[src/rtl/digit_font.svh]
/* 8x8 glyphs for the digits 0 to 9, MSB is the leftmost pixel;
   included inside the renderer module body */
`ifndef DIGIT_FONT_SVH
`define DIGIT_FONT_SVH

localparam logic [7:0] DIGIT_FONT [0:9][0:7] = '{
    '{8'h3C, 8'h66, 8'h6E, 8'h7E, 8'h76, 8'h66, 8'h3C, 8'h00},
    '{8'h18, 8'h38, 8'h18, 8'h18, 8'h18, 8'h18, 8'h7E, 8'h00},
    '{8'h3C, 8'h66, 8'h06, 8'h1C, 8'h30, 8'h66, 8'h7E, 8'h00},
    '{8'h3C, 8'h66, 8'h06, 8'h1C, 8'h06, 8'h66, 8'h3C, 8'h00},
    '{8'h0C, 8'h1C, 8'h2C, 8'h4C, 8'h7E, 8'h0C, 8'h0C, 8'h00},
    '{8'h7E, 8'h60, 8'h7C, 8'h06, 8'h06, 8'h66, 8'h3C, 8'h00},
    '{8'h3C, 8'h66, 8'h60, 8'h7C, 8'h66, 8'h66, 8'h3C, 8'h00},
    '{8'h7E, 8'h06, 8'h0C, 8'h18, 8'h30, 8'h30, 8'h30, 8'h00},
    '{8'h3C, 8'h66, 8'h66, 8'h3C, 8'h66, 8'h66, 8'h3C, 8'h00},
    '{8'h3C, 8'h66, 8'h66, 8'h3E, 8'h06, 8'h66, 8'h3C, 8'h00}
};

`endif

[src/rtl/dino_pkg.sv]
/* Game constants, obstacle geometry, bus register map and score type
   shared by the game logic, the renderer and the testbench */
package dino_pkg;

    typedef logic [10:0] pos_t;
    typedef logic [19:0] bcd_score_t;
    typedef logic [10:0] speed_t;

    localparam int N_DIGITS    = 5;
    localparam int N_OBSTACLES = 4;

    localparam int SCAC_START  = 1200;
    localparam int GROUP_START = 1600;
    localparam int LAVA_START  = 1800;
    localparam int PTERO_START = 1400;

    localparam int DINO_START_X = 100;
    localparam int GROUND_Y     = 248;
    localparam int PTERO_Y      = 200;

    localparam int SPRITE_H = 32;
    localparam int DINO_W   = 32;
    localparam int NARROW_W = 32;
    localparam int GROUP_W  = 64;

    localparam int PASSES_PER_SPEEDUP = 12;
    localparam logic [5:0] LFSR_SEED = 6'b101011;

    // Writes at 0, 1 and 19, reads from 32 up
    localparam logic [8:0] REG_DINO_X  = 9'd0;
    localparam logic [8:0] REG_DINO_Y  = 9'd1;
    localparam logic [8:0] REG_REPLAY  = 9'd19;
    localparam logic [8:0] REG_STATUS  = 9'd32;
    localparam logic [8:0] REG_SCORE   = 9'd33;
    localparam logic [8:0] REG_OBST_X0 = 9'd34;
    localparam logic [8:0] REG_OBST_X1 = 9'd35;
    localparam logic [8:0] REG_OBST_X2 = 9'd36;
    localparam logic [8:0] REG_OBST_X3 = 9'd37;

    localparam int SCORE_X       = 120;
    localparam int SCORE_Y       = 10;
    localparam int REPLAY_X      = 560;
    localparam int REPLAY_Y      = 200;
    localparam int REPLAY_W      = 160;
    localparam int GROUND_LINE   = 280;
    localparam int GROUND_STRIPE = 300;

endpackage

[src/rtl/vga_pkg.sv]
/* Raster timing and pixel types for the 1280x480 VGA output,
   imported by the timing generator, the renderer and the game blocks */
package vga_pkg;

    typedef logic [10:0] hcoord_t;
    typedef logic [9:0]  vcoord_t;
    typedef logic [7:0]  rgb_t;

    // Horizontal timing in clocks
    localparam int H_ACTIVE = 1280;
    localparam int H_FRONT  = 32;
    localparam int H_SYNC   = 192;
    localparam int H_BACK   = 96;
    localparam int H_TOTAL  = 1600;

    // Vertical timing in lines
    localparam int V_ACTIVE = 480;
    localparam int V_FRONT  = 10;
    localparam int V_SYNC   = 2;
    localparam int V_BACK   = 33;
    localparam int V_TOTAL  = 525;

endpackage

[src/rtl/dino_run_top.sv]
/* Top level of the runner game: bus slave in, VGA pins out;
   MOVE_PERIOD sets how many clocks pass between motion steps */
module dino_run_top #(
    parameter int MOVE_PERIOD = 2_000_000
) (
    input  logic          clk,
    input  logic          reset,
    input  logic          chipselect,
    input  logic          write,
    input  logic          read,
    input  logic [8:0]    address,
    input  logic [31:0]   writedata,
    output logic [31:0]   readdata,
    output vga_pkg::rgb_t vga_r,
    output vga_pkg::rgb_t vga_g,
    output vga_pkg::rgb_t vga_b,
    output logic          vga_clk,
    output logic          vga_hs,
    output logic          vga_vs,
    output logic          vga_blank_n,
    output logic          vga_sync_n
);
    import vga_pkg::*;
    import dino_pkg::*;

    // Small cactus, cactus group, lava, pterodactyl
    localparam int OBST_START [N_OBSTACLES] = '{SCAC_START, GROUP_START, LAVA_START, PTERO_START};
    localparam int OBST_W [N_OBSTACLES]     = '{NARROW_W, GROUP_W, NARROW_W, NARROW_W};
    localparam int OBST_Y [N_OBSTACLES]     = '{GROUND_Y, GROUND_Y, GROUND_Y, PTERO_Y};

    hcoord_t                hcount;
    vcoord_t                vcount;
    logic                   line_end;
    logic                   tick;
    logic [5:0]             lfsr;
    logic                   game_over;
    logic                   restart;
    speed_t                 speed;
    pos_t                   dino_x;
    pos_t                   dino_y;
    pos_t                   obst_x [N_OBSTACLES];
    logic [N_OBSTACLES-1:0] passed;
    logic [N_OBSTACLES-1:0] hit;
    bcd_score_t             score;

    vga_timing u_timing (
        .clk(clk), .reset(reset), .hcount(hcount), .vcount(vcount),
        .line_end(line_end), .vga_clk(vga_clk), .vga_hs(vga_hs), .vga_vs(vga_vs),
        .vga_blank_n(vga_blank_n), .vga_sync_n(vga_sync_n)
    );

    motion_pacer #(.MOVE_PERIOD(MOVE_PERIOD)) u_pacer (
        .clk(clk), .reset(reset), .game_over(game_over), .tick(tick), .lfsr(lfsr)
    );

    for (genvar i = 0; i < N_OBSTACLES; i++) begin : g_obst
        obstacle_track #(
            .START_X(OBST_START[i]), .WIDTH(OBST_W[i]), .Y(OBST_Y[i]), .RESPAWN_SEL(i)
        ) u_track (
            .clk(clk), .reset(reset), .tick(tick), .restart(restart),
            .game_over(game_over), .speed(speed), .lfsr(lfsr), .dino_x(dino_x),
            .dino_y(dino_y), .obst_x(obst_x[i]), .passed(passed[i]), .hit(hit[i])
        );
    end

    score_counter u_score (
        .clk(clk), .reset(reset), .tick(tick), .restart(restart),
        .game_over(game_over), .score(score)
    );

    game_state u_state (
        .clk(clk), .reset(reset), .chipselect(chipselect), .write(write), .read(read),
        .tick(tick), .address(address), .writedata(writedata), .passed(passed),
        .hit(hit), .score(score), .obst_x0(obst_x[0]), .obst_x1(obst_x[1]),
        .obst_x2(obst_x[2]), .obst_x3(obst_x[3]), .game_over(game_over),
        .restart(restart), .speed(speed), .dino_x(dino_x), .dino_y(dino_y),
        .readdata(readdata)
    );

    pixel_renderer u_render (
        .clk(clk), .reset(reset), .hcount(hcount), .vcount(vcount),
        .line_end(line_end), .game_over(game_over), .dino_x(dino_x), .dino_y(dino_y),
        .obst_x0(obst_x[0]), .obst_x1(obst_x[1]), .obst_x2(obst_x[2]),
        .obst_x3(obst_x[3]), .score(score), .vga_r(vga_r), .vga_g(vga_g), .vga_b(vga_b)
    );

endmodule

[src/rtl/game_state.sv]
/* Bus register block and game control: dino position, speed-up after
   passes, game over on a hit, replay restart and the status read mux */
module game_state (
    input  logic                 clk,
    input  logic                 reset,
    input  logic                 chipselect,
    input  logic                 write,
    input  logic                 read,
    input  logic                 tick,
    input  logic [8:0]           address,
    input  logic [31:0]          writedata,
    input  logic [3:0]           passed,
    input  logic [3:0]           hit,
    input  dino_pkg::bcd_score_t score,
    input  dino_pkg::pos_t       obst_x0,
    input  dino_pkg::pos_t       obst_x1,
    input  dino_pkg::pos_t       obst_x2,
    input  dino_pkg::pos_t       obst_x3,
    output logic                 game_over,
    output logic                 restart,
    output dino_pkg::speed_t     speed,
    output dino_pkg::pos_t       dino_x,
    output dino_pkg::pos_t       dino_y,
    output logic [31:0]          readdata
);
    import dino_pkg::*;

    logic [4:0] pass_cnt;
    logic       wr_en;

    assign wr_en = chipselect && write;

    always_ff @(posedge clk or posedge reset) begin
        if (reset) begin
            dino_x <= pos_t'(DINO_START_X);
            dino_y <= pos_t'(GROUND_Y);
        end else if (wr_en && address == REG_DINO_X) begin
            dino_x <= writedata[10:0];
        end else if (wr_en && address == REG_DINO_Y) begin
            dino_y <= writedata[10:0];
        end
    end

    always_ff @(posedge clk or posedge reset) begin
        if (reset) begin
            restart   <= 1'b0;
            game_over <= 1'b0;
            speed     <= speed_t'(1);
            pass_cnt  <= '0;
        end else begin
            // Replay only counts once the game has ended
            restart <= wr_en && address == REG_REPLAY && game_over && !restart;
            if (restart) begin
                game_over <= 1'b0;
                speed     <= speed_t'(1);
                pass_cnt  <= '0;
            end else begin
                if (|hit) begin
                    game_over <= 1'b1;
                end
                if (tick && pass_cnt >= 5'(PASSES_PER_SPEEDUP)) begin
                    speed    <= speed + 1'b1;
                    pass_cnt <= '0;
                end else if (tick) begin
                    pass_cnt <= pass_cnt + 5'($countones(passed));
                end
            end
        end
    end

    always_comb begin
        readdata = '0;
        if (chipselect && read) begin
            case (address)
                REG_STATUS:  readdata = {31'd0, game_over};
                REG_SCORE:   readdata = {12'd0, score};
                REG_OBST_X0: readdata = {21'd0, obst_x0};
                REG_OBST_X1: readdata = {21'd0, obst_x1};
                REG_OBST_X2: readdata = {21'd0, obst_x2};
                REG_OBST_X3: readdata = {21'd0, obst_x3};
                default:     readdata = '0;
            endcase
        end
    end

    a_restart_in_game_over: assert property (@(posedge clk) disable iff (reset)
        restart |-> game_over);

endmodule

[src/rtl/motion_pacer.sv]
/* Motion tick divider and obstacle respawn LFSR; both stop while the
   game is over */
module motion_pacer #(
    parameter int MOVE_PERIOD = 2_000_000
) (
    input  logic       clk,
    input  logic       reset,
    input  logic       game_over,
    output logic       tick,
    output logic [5:0] lfsr
);
    import dino_pkg::*;

    localparam int CNT_W = $clog2(MOVE_PERIOD);

    logic [CNT_W-1:0] count;

    assign tick = !game_over && (count == CNT_W'(MOVE_PERIOD - 1));

    always_ff @(posedge clk or posedge reset) begin
        if (reset) begin
            count <= '0;
        end else if (tick) begin
            count <= '0;
        end else if (!game_over) begin
            count <= count + 1'b1;
        end
    end

    // x^6 + x^5 + 1, stepped once per tick
    always_ff @(posedge clk or posedge reset) begin
        if (reset) begin
            lfsr <= LFSR_SEED;
        end else if (tick) begin
            lfsr <= {lfsr[4:0], lfsr[5] ^ lfsr[4]};
        end
    end

    a_lfsr_nonzero: assert property (@(posedge clk) disable iff (reset)
        lfsr != 6'd0);

endmodule

[src/rtl/obstacle_track.sv]
/* One obstacle: horizontal position, leftward motion, respawn past the
   right edge and box overlap with the dino */
module obstacle_track #(
    parameter int START_X     = 1200,
    parameter int WIDTH       = 32,
    parameter int Y           = 248,
    parameter int RESPAWN_SEL = 0
) (
    input  logic            clk,
    input  logic            reset,
    input  logic            tick,
    input  logic            restart,
    input  logic            game_over,
    input  dino_pkg::speed_t speed,
    input  logic [5:0]      lfsr,
    input  dino_pkg::pos_t  dino_x,
    input  dino_pkg::pos_t  dino_y,
    output dino_pkg::pos_t  obst_x,
    output logic            passed,
    output logic            hit
);
    import vga_pkg::*;
    import dino_pkg::*;

    logic [9:0] offset;
    logic       step;

    // Each instance takes a different slice so respawns spread out
    always_comb begin
        case (RESPAWN_SEL)
            1:       offset = {~lfsr, 4'd0};
            2:       offset = {lfsr[3:0], 6'd0};
            3:       offset = {lfsr[5:2], 6'd0};
            default: offset = {lfsr, 4'd0};
        endcase
    end

    assign step   = tick && !game_over;
    assign passed = step && (obst_x <= speed);

    always_ff @(posedge clk or posedge reset) begin
        if (reset) begin
            obst_x <= pos_t'(START_X);
        end else if (restart) begin
            obst_x <= pos_t'(START_X);
        end else if (passed) begin
            obst_x <= pos_t'(H_ACTIVE) + pos_t'(offset);
        end else if (step) begin
            obst_x <= obst_x - speed;
        end
    end

    // Sums kept at 12 bits so a respawned x near 2047 does not wrap
    assign hit = ({1'b0, dino_x} < {1'b0, obst_x} + 12'(WIDTH)) &&
                 ({1'b0, dino_x} + 12'(DINO_W) > {1'b0, obst_x}) &&
                 ({1'b0, dino_y} < 12'(Y + SPRITE_H)) &&
                 ({1'b0, dino_y} + 12'(SPRITE_H) > 12'(Y));

endmodule

[src/rtl/pixel_renderer.sv]
/* Per-pixel colour for the current raster position; the colour reaches
   the DAC one clock after hcount and vcount */
module pixel_renderer (
    input  logic                 clk,
    input  logic                 reset,
    input  vga_pkg::hcoord_t     hcount,
    input  vga_pkg::vcoord_t     vcount,
    input  logic                 line_end,
    input  logic                 game_over,
    input  dino_pkg::pos_t       dino_x,
    input  dino_pkg::pos_t       dino_y,
    input  dino_pkg::pos_t       obst_x0,
    input  dino_pkg::pos_t       obst_x1,
    input  dino_pkg::pos_t       obst_x2,
    input  dino_pkg::pos_t       obst_x3,
    input  dino_pkg::bcd_score_t score,
    output vga_pkg::rgb_t        vga_r,
    output vga_pkg::rgb_t        vga_g,
    output vga_pkg::rgb_t        vga_b
);
    import vga_pkg::*;
    import dino_pkg::*;

    `include "digit_font.svh"

    localparam logic [23:0] SKY    = {8'd135, 8'd206, 8'd235};
    localparam logic [23:0] GROUND = {8'd139, 8'd69, 8'd19};
    localparam logic [23:0] STRIPE = {8'd100, 8'd40, 8'd10};
    localparam logic [23:0] BLACK  = 24'h000000;
    localparam logic [23:0] WHITE  = 24'hFFFFFF;
    localparam logic [23:0] SCAC   = {8'd0, 8'd160, 8'd0};
    localparam logic [23:0] GROUP  = {8'd0, 8'd120, 8'd0};
    localparam logic [23:0] LAVA   = {8'd255, 8'd64, 8'd0};
    localparam logic [23:0] PTERO  = {8'd96, 8'd96, 8'd96};
    localparam logic [23:0] DINO   = {8'd64, 8'd64, 8'd64};

    bcd_score_t  score_q;
    logic [23:0] colour;
    hcoord_t     glyph_col;
    vcoord_t     glyph_row;
    logic [3:0]  digit;

    function automatic logic in_box(input logic [11:0] px, py, x, y, w, h);
        return (px >= x) && (px < x + w) && (py >= y) && (py < y + h);
    endfunction

    // Score sampled once per line so a digit never changes mid-glyph
    always_ff @(posedge clk) begin
        if (line_end) begin
            score_q <= score;
        end
    end

    assign glyph_col = hcount - hcoord_t'(SCORE_X);
    assign glyph_row = vcount - vcoord_t'(SCORE_Y);
    assign digit     = score_q[4*(N_DIGITS - 1 - glyph_col[5:3]) +: 4];

    always_comb begin
        if (vcount < GROUND_LINE) begin
            colour = SKY;
        end else if (vcount > GROUND_STRIPE) begin
            colour = STRIPE;
        end else begin
            colour = GROUND;
        end

        if (game_over) begin
            if (in_box(12'(hcount), 12'(vcount), 12'(REPLAY_X), 12'(REPLAY_Y),
                       12'(REPLAY_W), 12'(SPRITE_H))) begin
                colour = WHITE;
            end
        end else begin
            if (vcount == GROUND_LINE) begin
                colour = BLACK;
            end
            // Later boxes cover earlier ones
            if (in_box(12'(hcount), 12'(vcount), 12'(obst_x0), 12'(GROUND_Y),
                       12'(NARROW_W), 12'(SPRITE_H))) colour = SCAC;
            if (in_box(12'(hcount), 12'(vcount), 12'(obst_x1), 12'(GROUND_Y),
                       12'(GROUP_W), 12'(SPRITE_H))) colour = GROUP;
            if (in_box(12'(hcount), 12'(vcount), 12'(obst_x2), 12'(GROUND_Y),
                       12'(NARROW_W), 12'(SPRITE_H))) colour = LAVA;
            if (in_box(12'(hcount), 12'(vcount), 12'(obst_x3), 12'(PTERO_Y),
                       12'(NARROW_W), 12'(SPRITE_H))) colour = PTERO;
            if (in_box(12'(hcount), 12'(vcount), 12'(dino_x), 12'(dino_y),
                       12'(DINO_W), 12'(SPRITE_H))) colour = DINO;
            if (in_box(12'(hcount), 12'(vcount), 12'(SCORE_X), 12'(SCORE_Y),
                       12'(N_DIGITS * 8), 12'd8) &&
                DIGIT_FONT[digit][glyph_row[2:0]][3'd7 - glyph_col[2:0]]) begin
                colour = BLACK;
            end
        end
    end

    always_ff @(posedge clk or posedge reset) begin
        if (reset) begin
            {vga_r, vga_g, vga_b} <= '0;
        end else begin
            {vga_r, vga_g, vga_b} <= colour;
        end
    end

endmodule

[src/rtl/score_counter.sv]
/* Five-digit BCD score, one count per motion tick, wrapping after 99999 */
module score_counter (
    input  logic                 clk,
    input  logic                 reset,
    input  logic                 tick,
    input  logic                 restart,
    input  logic                 game_over,
    output dino_pkg::bcd_score_t score
);
    import dino_pkg::*;

    bcd_score_t next_score;
    logic       carry;

    // Ripple the increment up through the digits
    always_comb begin
        carry = 1'b1;
        for (int i = 0; i < N_DIGITS; i++) begin
            if (carry && score[4*i +: 4] == 4'd9) begin
                next_score[4*i +: 4] = 4'd0;
            end else begin
                next_score[4*i +: 4] = score[4*i +: 4] + {3'd0, carry};
                carry = 1'b0;
            end
        end
    end

    always_ff @(posedge clk or posedge reset) begin
        if (reset) begin
            score <= '0;
        end else if (restart) begin
            score <= '0;
        end else if (tick && !game_over) begin
            score <= next_score;
        end
    end

    for (genvar d = 0; d < N_DIGITS; d++) begin : g_digit_chk
        a_digit_bcd: assert property (@(posedge clk) disable iff (reset)
            score[4*d +: 4] <= 4'd9);
    end

endmodule

[src/rtl/vga_timing.sv]
/* Pixel and line counters with sync and blank decode for the VGA DAC */
module vga_timing (
    input  logic             clk,
    input  logic             reset,
    output vga_pkg::hcoord_t hcount,
    output vga_pkg::vcoord_t vcount,
    output logic             line_end,
    output logic             vga_clk,
    output logic             vga_hs,
    output logic             vga_vs,
    output logic             vga_blank_n,
    output logic             vga_sync_n
);
    import vga_pkg::*;

    logic frame_end;

    assign line_end  = (hcount == hcoord_t'(H_TOTAL - 1));
    assign frame_end = (vcount == vcoord_t'(V_TOTAL - 1));

    always_ff @(posedge clk or posedge reset) begin
        if (reset) begin
            hcount <= '0;
            vcount <= '0;
        end else if (line_end) begin
            hcount <= '0;
            vcount <= frame_end ? '0 : vcount + 1'b1;
        end else begin
            hcount <= hcount + 1'b1;
        end
    end

    // Sync pulses are active low
    assign vga_hs = !((hcount >= H_ACTIVE + H_FRONT) &&
                      (hcount <  H_ACTIVE + H_FRONT + H_SYNC));
    assign vga_vs = !((vcount >= V_ACTIVE + V_FRONT) &&
                      (vcount <  V_ACTIVE + V_FRONT + V_SYNC));

    assign vga_blank_n = (hcount < H_ACTIVE) && (vcount < V_ACTIVE);
    assign vga_sync_n  = 1'b0;
    assign vga_clk     = hcount[0];

    a_hcount_range: assert property (@(posedge clk) disable iff (reset)
        hcount < H_TOTAL);

endmodule

[config.mk]
export PLATFORM = sky130hd
export DESIGN_NAME = dino_run_top
export DESIGN_NICKNAME = d
export VERILOG_FILES = /design/src/rtl/dino_pkg.sv /design/src/rtl/vga_pkg.sv /design/src/rtl/dino_run_top.sv /design/src/rtl/game_state.sv /design/src/rtl/motion_pacer.sv /design/src/rtl/obstacle_track.sv /design/src/rtl/pixel_renderer.sv /design/src/rtl/score_counter.sv /design/src/rtl/vga_timing.sv
export VERILOG_INCLUDE_DIRS = /design/src /design/src/rtl
export SDC_FILE = /design/constraint.sdc
export NUM_CORES = 1
export LEC_CHECK = 0
export ABC_CLOCK_PERIOD_IN_PS = 5500
export BUFFER_PORTS_ARGS = -buffer_cell sky130_fd_sc_hd__buf_2
export CORE_MARGIN = 1.5
export CORE_UTILIZATION = 55
export CTS_BUF_LIST = sky130_fd_sc_hd__clkbuf_4 sky130_fd_sc_hd__clkbuf_8
export CTS_CLUSTER_SIZE = 14
export DETAILED_ROUTE_END_ITERATION = 10
export PLACE_DENSITY = 0.7
export RECOVER_POWER = 100
export SETUP_SLACK_MARGIN = 0.05
export SYNTH_ARGS = -nofsm -noshare
export SYNTH_HDL_FRONTEND = slang
export SYNTH_HIERARCHICAL = 1
export SYNTH_SLANG_ARGS = --single-unit
[constraint.sdc]
create_clock -name clk -period 5.5 [get_ports clk]
set_clock_uncertainty 0.05 [all_clocks]
set_input_delay 0.55 -clock clk [delete_from_list [all_inputs] [get_ports clk]]
set_output_delay 0.55 -clock clk [all_outputs]
set_load 0.01 [all_outputs]
==> results.sh, run 1 <==
export IMPL_status="complete, but fails checks"
export IMPL_violations="max-capacitance violations, max-slew violations"
export IMPL_hpwl_um=41700
export IMPL_clkLatencyLatePin_ns=0.53
export IMPL_clkTransAtPathRegs_ns=0.11
export IMPL_setup_viol_count_final=0
export IMPL_row_count=68
export IMPL_num_vias=17200
export IMPL_grt_first_pass_wirelength_um=89300
export IMPL_worst_r2r_endpoint="u_render/vga_b[3]$_DFF_PP0_"
export IMPL_ys_seq_area_share_pct=25.4
export IMPL_dpl_cell_area_um2=20000
export IMPL_power_density_nw_per_um2=143
export IMPL_holdCritPathClass="input pin to flop"
export IMPL_timing_rr_start="u_timing/hcount[3]$_DFF_PP0_"
export IMPL_slew_headroom_pct=-25.3
export IMPL_setup_tns_ns=0
export IMPL_synth_avg_cell_area_um2=8.77
export IMPL_cts_resized=0
export IMPL_critPathSlowestCell="a21boi_0"
export IMPL_drtIter0Drc=1526
export IMPL_ant_nets=0
export IMPL_grt_start_max_net_pins=53
export IMPL_numCtsBuffers=17
export IMPL_drc=0
export IMPL_layout_drive_gt1_share_pct=8.56
export IMPL_cts_max_level=4
export IMPL_holdBufCountCts=0
export IMPL_cp_start_kind="flop"
export IMPL_critPathMaxStageDelay_ns=0.72
export IMPL_p_leak_uw=0.00851
export IMPL_synth_cell_type_count=132
export IMPL_synth_ff_type="dfrtp_1"
export IMPL_worstMarginPinSlew_ns=1.88
export IMPL_vias_per_cell=6.32
export IMPL_nets=2574
export IMPL_max_cap_viol_count=1
export IMPL_cts_tree="yes"
export IMPL_fmax_mhz=208
export IMPL_portBuffers=72
export IMPL_finalHoldViolations=0
export IMPL_start_util_pct=56.0
export IMPL_min_path_cells=2
export IMPL_antenna_found_initial=3
export IMPL_async_flop_share_pct=89.5
export IMPL_syn_area_um2=19400
export IMPL_critical_path_class="flop to flop"
export IMPL_drt_wl_total_um=56000
export IMPL_ios=107
export IMPL_maxSlewViolCount=34
export IMPL_die_y_um=191
export IMPL_die_w_um=191
export IMPL_period_needed_ns=4.81
export IMPL_final_cell_mix="267 x ha_1, 239 x inv_1, 149 x a21oi_1, 140 x dfrtp_1, 137 x nand2_1"
export IMPL_stdcell_area_um2=20100
export IMPL_track_usage_pct=31.3
export IMPL_mostFrequentLayoutCell="ha_1"
export IMPL_fin_crit_sh_pct=87.5
export IMPL_fill_cells=3149
export IMPL_tritoncts_num_sinks=191
export IMPL_peakVddDrop_mv=0.152
export IMPL_hp_start="writedata[0]"
export IMPL_ys_seq_elements=191
export IMPL_synthCells=2212
export IMPL_worstPathMaxFanout=15
export IMPL_synthToLayoutAreaGrowth_pct=3.80
export IMPL_rsz0062_at_grt="no"
export IMPL_crit_arrival_ns=5.15
export IMPL_cts_root_buf="clkbuf_8"
export IMPL_finalPower_uw=2880
export IMPL_hold_end="u_state/dino_x[0]$_DFFE_PP0P_"
export IMPL_rr_worst_depth=13
export IMPL_drt_wirelength_per_cell_um=20.5
export IMPL_dr_pass1_iters=5
export IMPL_core_um2=34600
export IMPL_grt_pass1_vias=16400
export IMPL_synth_edf_count=20
export IMPL_post_cts_buffers=0
export IMPL_path_cells="buf_4, ha_1, or3_1, o32ai_1, a31oi_1, ha_1, a21boi_0, nor3_1, a211o_1, a311oi_1, o221ai_4, a31oi_1, nor2_1"
export IMPL_cts_buffer_depth=2
export IMPL_dieArea_um2=36400
export IMPL_cp_required_ns=5.84
export IMPL_gp_congestion=0.937
export IMPL_yosysWarnings=6
export IMPL_grt_overflow=0
export IMPL_end_kind="flop"
export IMPL_reg2reg_slack_ns=0.69
worst max path at each step:
stage | from | endpoint | slack (ns)
global route | u_timing/hcount[3]$_DFF_PP0_ | u_render/vga_b[3]$_DFF_PP0_ | 0.37
CTS | u_state/speed[3]$_DFFE_PP0P_ | u_state/pass_cnt[3]$_DFFE_PP0P_ | 1.09
global placement | u_state/speed[3]$_DFFE_PP0P_ | u_state/pass_cnt[3]$_DFFE_PP0P_ | 1.18
finish | u_timing/hcount[3]$_DFF_PP0_ | u_render/vga_b[3]$_DFF_PP0_ | 0.69
detailed placement | u_state/speed[3]$_DFFE_PP0P_ | u_state/pass_cnt[3]$_DFFE_PP0P_ | 1.10
floorplan | u_timing/hcount[3]$_DFF_PP0_ | u_render/vga_b[3]$_DFF_PP0_ | 1.57
synthesized netlist by cell type, types with 23 or more instances:
library cell	number	area (um^2)
a21o_1	28	210
dfrtp_1	141	3530
o211ai_1	33	248
nor3_1	56	280
a22oi_1	23	173
nand2b_1	34	213
clkbuf_1	27	101
nor2_1	127	477
xor2_1	34	298
inv_1	239	897
a211oi_1	23	173
and3_1	25	156
dfstp_2	30	788
nand3_1	120	601
nor2b_1	24	150
nand2_1	136	510
a21oi_1	147	736
ha_1	267	3340
buf_4	23	173
xnor2_1	85	744
o21ai_0	60	300
nand4_1	33	206
stage by stage:
step                      std cells  setup WS [ns]  hold WS (ns)  utilization (%)
final                          2725          0.687         0.233             58.1
after global routing           2724          0.368         0.207             58.1
after CTS                      2722           1.09         0.139             58.9
after detailed placement       2690           1.10         0.431             57.8
after global placement         2690           1.18         0.421             57.8
after floorplan                2223           1.57         0.348                -
kinds of logic (layout without fill, tap and decap cells):
family	after synthesis	in the layout	synth area share, %
AND/OR/NAND/NOR	722	722	21.1
AO/OA/AOI/OAI	528	528	19.2
buffers and inverters	317	361	7.16
adder cells (fa/ha/maj)	275	275	18.0
flip-flops	191	191	25.4
XOR/XNOR	119	119	5.37
multiplexers	58	58	3.68
other	2	16	0.0387
per-layer routing:
metal	global-route usage, %	vias up	part of all wire (%)
li1	-	8148	-
met3	4.64	96	7.0
met5	0	-	0
met1	43.5	8284	45
met2	48.4	682	45
met4	12.9	0	3.0
cell type report:
class                           instances  area [um^2]  share of cell area, %
Antenna cell                            3         7.51                 0.0373
Clock buffer                           18          241                   1.20
Clock inverter                         14          169                  0.839
Inverter                              241          906                   4.50
Multi-Input combinational cell       1715        12900                   64.1
Sequential cell                       191         4920                   24.4
Tap cell                              455          569                   2.83
Timing Repair Buffer                   88          408                   2.03
registers in the layout, indices dropped and copies added (netlist names):
signal,flops
g_obst.u_track/obst_x,44
u_pacer/count,21
u_render/score_q,20
u_score/score,20
u_state/dino_x,11
u_state/dino_y,11
u_state/speed,11
u_timing/hcount,11
u_timing/vcount,10
u_render/vga_b,7
u_pacer/lfsr,6
u_render/vga_g,6
u_render/vga_r,6
u_state/pass_cnt,5
u_state/game_over,1
u_state/restart,1
power by group:
group	leakage (uW)	switching, uW	internal (uW)
combinational	0.00597	245	143
clock	0.000203	590	389
sequential	0.00233	47.4	1470
total	0.00851	882	2000
worst max-delay path, delay by kind of cell, from the launching register on:
family	cells	cell delay, ns
AND/OR/NAND/NOR	3	0.37
buffers and inverters	1	0.33
adder cells (fa/ha/maj)	2	0.68
flip-flops	1	0.59
AO/OA/AOI/OAI	7	2.67
No activity file was read; power rests on OpenSTA's default activity.
==> run 2: changes to the inputs <==
Settings changed: PLACE_DENSITY 0.7 to 0.73.
==> run 2 against run 1 <==
Net effect:
- the flow still finishes with violations (max-capacitance violations, max-slew violations)
- routed wire length grew 0.68%
- count of clock-buffer cells in the layout down 1
- die area stayed put
- sequential share of layout area down 0.13 points
- critical path type unchanged
- largest cell class unchanged
- largest power group unchanged
==> results.sh, run 2 (synthesized netlist as in run 1, its figures left out) <==
export IMPL_row_count=68
export IMPL_critical_path_class="flop to flop"
export IMPL_worstMarginPinSlew_ns=2.44
export IMPL_finalPower_uw=2890
export IMPL_stdcell_area_um2=20200
export IMPL_finalHoldViolations=0
export IMPL_power_density_nw_per_um2=143
export IMPL_nets=2578
export IMPL_p_int_uw=1970
export IMPL_cp_required_ns=5.84
export IMPL_max_cap_viol_count=2
export IMPL_dieArea_um2=36400
export IMPL_layout_drive_gt1_share_pct=8.81
export IMPL_violations="max-capacitance violations, max-slew violations"
export IMPL_dr_pass1_iters=6
export IMPL_clkLatencyLatePin_ns=0.53
export IMPL_holdBufCountCts=0
export IMPL_path_cells="clkbuf_2, ha_1, or3_1, o32ai_1, a31oi_1, ha_1, a21boi_0, nor3_1, a211o_1, a311oi_2, o221ai_4, a31oi_1, nor2_1"
export IMPL_start_util_pct=56.0
export IMPL_whs_ns=0.212
export IMPL_cts_max_level=4
export IMPL_drt_wirelength_per_cell_um=20.7
export IMPL_status="complete, but fails checks"
export IMPL_ant_nets=0
export IMPL_die_y_um=191
export IMPL_p_comb_share_pct=13.1
export IMPL_drt_wl_total_um=56400
export IMPL_grt_overflow=0
export IMPL_cts_tree="yes"
export IMPL_num_vias=17300
export IMPL_end_kind="flop"
export IMPL_final_cell_mix="267 x ha_1, 239 x inv_1, 149 x a21oi_1, 140 x dfrtp_1, 137 x nand2_1"
export IMPL_vias_per_cell=6.35
export IMPL_top_regs="g_obst.u_track/obst_x x44, u_pacer/count x21"
export IMPL_critPathSlowestCell="a21boi_0"
export IMPL_drtIter0Drc=1488
export IMPL_grt_pass1_vias=16400
export IMPL_largest_register="g_obst.u_track/obst_x"
export IMPL_synthToLayoutAreaGrowth_pct=4.34
export IMPL_p_clk_share_pct=34.3
export IMPL_critPathMaxStageDelay_ns=0.71
export IMPL_dpl_cell_area_um2=20000
export IMPL_multiInputGateArea_um2=12900
export IMPL_portBuffers=72
export IMPL_cts_resized=0
export IMPL_hp_start="writedata[8]"
export IMPL_seqPwrFrac_pct=52.5
export IMPL_cp_start_kind="flop"
export IMPL_timing_rr_start="u_timing/hcount[3]$_DFF_PP0_"
export IMPL_hpwl_um=41300
export IMPL_clkTransAtPathRegs_ns=0.11
export IMPL_peakVddDrop_mv=0.153
export IMPL_p_leak_uw=0.00861
export IMPL_seq_area_um2=4920
export IMPL_die_w_um=191
export IMPL_numCtsBuffers=17
export IMPL_maxSlewViolCount=75
export IMPL_period_needed_ns=4.74
export IMPL_gp_congestion=0.942
export IMPL_drc=0
export IMPL_fill_cells=3102
export IMPL_fmax_mhz=211
export IMPL_track_usage_pct=31.1
export IMPL_tritoncts_num_sinks=191
export IMPL_mostFrequentLayoutCell="ha_1"
export IMPL_setup_tns_ns=0
export IMPL_grt_first_pass_wirelength_um=88500
export IMPL_rsz0062_at_grt="no"
export IMPL_grt_start_max_net_pins=68
export IMPL_crit_arrival_ns=5.08
export IMPL_worstPathMaxFanout=17
export IMPL_slew_headroom_pct=-62.8
export IMPL_switchingPower_uw=923
export IMPL_cts_buffer_depth=2
export IMPL_holdCritPathClass="input pin to flop"
export IMPL_post_cts_buffers=0
export IMPL_cts_root_buf="clkbuf_8"
export IMPL_fin_crit_sh_pct=86.1
export IMPL_crit_start="u_timing/hcount[3]$_DFF_PP0_"
export IMPL_antenna_found_initial=3
export IMPL_switching_share_pct=31.9
export IMPL_ios=107
export IMPL_core_um2=34600
export IMPL_setup_viol_count_final=0
export IMPL_largest_register_ffs=44
-- run 2: path summary, 6_finish.rpt --
check	to	slack, ns	depth (start not counted)
min in group asynchronous	g_obst[2].u_track/obst_x[1]$_DFFE_PP0P_	0.45	2
setup / recovery	u_render/vga_b[0]$_DFF_PP0_	0.76	13
max in group asynchronous	u_state/restart$_DFF_PP0_	2.52	3
setup reg to reg	u_render/vga_b[0]$_DFF_PP0_	0.76	13
hold reg to reg	u_pacer/count[12]$_DFFE_PP0P_	0.44	1
hold / removal	u_state/dino_y[8]$_DFFE_PP0P_	0.21	2
-- run 2: stage by stage --
| step | std cells | util, % | worst slack (ns) |
|---|---|---|---|
| 2_1_floorplan | 2223 | - | 1.57 |
| 3_3_place_gp | 2694 | 57.8 | 1.12 |
| 3_5_place_dp | 2694 | 57.8 | 1.07 |
| 4_1_cts | 2726 | 59.1 | 1.04 |
| 5_1_grt | 2728 | 58.4 | 0.408 |
| 6_report | 2729 | 58.4 | 0.765 |
-- run 2: worst max-delay path: cells and delay by family, from the launching register on --
kind	cells	cell delay (ns)
flops	1	0.53
buf+inv	1	0.51
compound gates	7	2.42
simple gates	3	0.34
fa+ha+maj	2	0.73
-- run 2: area by class of cell --
type	count	share of cell area (%)
Sequential cell	191	24.3
Antenna cell	3	0.0371
Multi-Input combinational cell	1715	64.0
Tap cell	455	2.81
Inverter	241	4.48
Timing Repair Buffer	92	2.16
Clock buffer	17	1.16
Clock inverter	15	1.06
-- run 2: routing by layer --
layer / vias up / wire length, um / global-route usage [%]
li1: 8171 / - / -
met1: 8422 / 24900 / 41.7
met2: 626 / 25600 / 49.9
met3: 115 / 3800 / 4.86
met4: 0 / 2020 / 12.6
met5: - / 0 / 0
-- run 2: power groups by stage --
stage                     Sequential [uW]  Combinational (uW)  Clock [uW]
after floorplan                      1550                 272           0
after global placement               1550                 377           0
after detailed placement             1550                 392           0
after CTS                            1520                 392        1020
after global routing                 1530                 423        1080
final                                1520                 380         994
==> run 3: changes to the inputs <==
Settings changed: RECOVER_POWER 100 to 50.
==> run 3 against run 2 <==
Net effect:
- the flow still finishes with violations (max-capacitance violations, max-slew violations)
- core utilization grew 0.60 points
- global-route usage unchanged
- design area increased by 1.0%
- maximum frequency up 4.2%
- sequential share of layout area shrank 0.25 points
- register-to-register slack gained 0.19 ns
- sequential cell count is the same
- non-clock buffer count did not move
- clock power is 0.5% higher
- routed wire length is 0.42% lower
- critical path type unchanged
- critical endpoint is now u_state/pass_cnt[3]$_DFFE_PP0P_
- largest power group unchanged
- highest routed layer unchanged
==> results.sh, run 3 (synthesized netlist as in run 1, its figures left out) <==
export IMPL_dr_pass1_iters=6
export IMPL_drc=0
export IMPL_mostFrequentLayoutCell="ha_1"
export IMPL_top_regs="g_obst.u_track/obst_x x44, u_pacer/count x21"
export IMPL_critPathSlowestCell="o31ai_2"
export IMPL_worstMarginPinSlew_ns=2.48
export IMPL_largest_register_ffs=44
export IMPL_grt_pass1_vias=16400
export IMPL_num_vias=17300
export IMPL_rr_worst_depth=14
export IMPL_nets=2578
export IMPL_clkTransAtPathRegs_ns=0.13
export IMPL_cts_resized=0
export IMPL_die_y_um=191
export IMPL_hpwl_um=41300
export IMPL_multiInputGateArea_um2=13100
export IMPL_start_util_pct=56.0
export IMPL_cts_root_buf="clkbuf_8"
export IMPL_crit_arrival_ns=4.96
export IMPL_slew_headroom_pct=-65.5
export IMPL_antenna_found_initial=3
export IMPL_fill_cells=3072
export IMPL_cp_start_kind="flop"
export IMPL_period_needed_ns=4.54
export IMPL_violations="max-capacitance violations, max-slew violations"
export IMPL_met2_length_um=25600
export IMPL_row_count=68
export IMPL_status="complete, but fails checks"
export IMPL_core_um2=34600
export IMPL_cp_num_buf_inv=3
export IMPL_holdBufCountCts=0
export IMPL_layout_drive_gt1_share_pct=11.3
export IMPL_vias_per_cell=6.33
export IMPL_final_core_util_pct=59.0
export IMPL_p_leak_uw=0.00874
export IMPL_grt_start_max_net_pins=68
export IMPL_wl_met3_um=4090
export IMPL_finalPower_uw=2910
export IMPL_largest_register="g_obst.u_track/obst_x"
export IMPL_route_top_layer_used="met4"
export IMPL_dpl_cell_area_um2=20000
export IMPL_post_cts_buffers=0
export IMPL_max_cap_viol_count=2
export IMPL_critical_path_class="flop to flop"
export IMPL_crit_family="compound AO/OA/AOI/OAI gates"
export IMPL_die_w_um=191
export IMPL_ios=107
export IMPL_numCtsBuffers=17
export IMPL_gp_congestion=0.942
export IMPL_rsz0062_at_grt="no"
export IMPL_fin_crit_sh_pct=82.6
export IMPL_dieArea_um2=36400
export IMPL_worstPathMaxFanout=15
export IMPL_portBuffers=72
export IMPL_cp_required_ns=5.92
export IMPL_stdcell_area_um2=20400
export IMPL_power_density_nw_per_um2=142
export IMPL_drtIter0Drc=1436
export IMPL_seq_area_um2=4920
export IMPL_synthToLayoutAreaGrowth_pct=5.42
export IMPL_setup_viol_count_final=0
export IMPL_tritoncts_num_sinks=191
export IMPL_min_path_cells=2
export IMPL_cp_num_cells=14
export IMPL_whs_ns=0.221
export IMPL_met1_length_um=24500
export IMPL_track_usage_pct=31.1
export IMPL_ant_nets=0
export IMPL_cts_max_level=4
export IMPL_cpMostUsedCell="inv_1"
export IMPL_setup_tns_ns=0
export IMPL_cts_buffer_depth=2
export IMPL_drt_wirelength_per_cell_um=20.6
export IMPL_cts_tree="yes"
export IMPL_critPathMaxStageDelay_ns=0.79
export IMPL_fmax_mhz=220
export IMPL_clkLatencyLatePin_ns=0.53
export IMPL_end_kind="flop"
export IMPL_maxSlewViolCount=75
export IMPL_final_cell_mix="267 x ha_1, 239 x inv_1, 147 x a21oi_1, 140 x dfrtp_1, 137 x nand2_1"
export IMPL_finalHoldViolations=0
export IMPL_grt_overflow=0
export IMPL_holdCritPathClass="input pin to flop"
export IMPL_drt_wl_total_um=56100
export IMPL_grt_first_pass_wirelength_um=88500
export IMPL_peakVddDrop_mv=0.153
export IMPL_path_cells="inv_1, ha_1, o21a_1, o31ai_1, a31o_2, o31ai_2, nor2_1, fa_1, inv_1, fa_1, inv_1, a21oi_1, or4_1, a21oi_1"
-- run 3: final cells by class --
cell class | count | area share, %
well taps | 455 | 2.78
inverters | 241 | 4.43
diodes | 3 | 0.0367
clock buffers | 17 | 1.14
clock inverters | 15 | 1.05
multi-input cells | 1715 | 64.1
flip-flops and latches | 191 | 24.1
repair buffers | 92 | 2.37
-- run 3: final timing paths --
path                                                            to  slack (ns)                          start
setup / recovery                   u_state/pass_cnt[3]$_DFFE_PP0P_        0.96   u_state/speed[2]$_DFFE_PP0P_
hold / removal                       u_state/dino_y[8]$_DFFE_PP0P_        0.22                   writedata[8]
setup reg to reg                   u_state/pass_cnt[3]$_DFFE_PP0P_        0.96   u_state/speed[2]$_DFFE_PP0P_
hold reg to reg                      u_pacer/count[12]$_DFFE_PP0P_        0.44  u_pacer/count[12]$_DFFE_PP0P_
max in group asynchronous                u_state/restart$_DFF_PP0_        2.48                          reset
min in group asynchronous  g_obst[2].u_track/obst_x[1]$_DFFE_PP0P_        0.45                          reset
-- run 3: per-layer routing --
| layer | track usage (%) | vias up |
|---|---|---|
| met5 | 0 | - |
| met4 | 12.6 | 0 |
| met3 | 4.86 | 102 |
| met2 | 49.9 | 640 |
| met1 | 41.7 | 8353 |
| li1 | - | 8166 |
-- run 3: metrics by stage --
stage,setup WS (ns),std cells
finish,0.957,2729
global route,0.715,2728
CTS,1.04,2726
detailed placement,1.07,2694
global placement,1.12,2694
floorplan,1.57,2223
-- run 3: worst register-to-register path: stages (launching register included) --
cell and delay, ns:
dfrtp_1 0.62, inv_1 0.09, ha_1 0.41, o21a_1 0.14
o31ai_1 0.11, a31o_2 0.31, o31ai_2 0.79, nor2_1 0.24
fa_1 0.57, inv_1 0.05, fa_1 0.35, inv_1 0.09
a21oi_1 0.07, or4_1 0.47, a21oi_1 0.13
-- run 3: report_power, final --
part           switching (uW)  internal [uW]
logic                     240            147
clock network             640            359
registers                50.6           1470
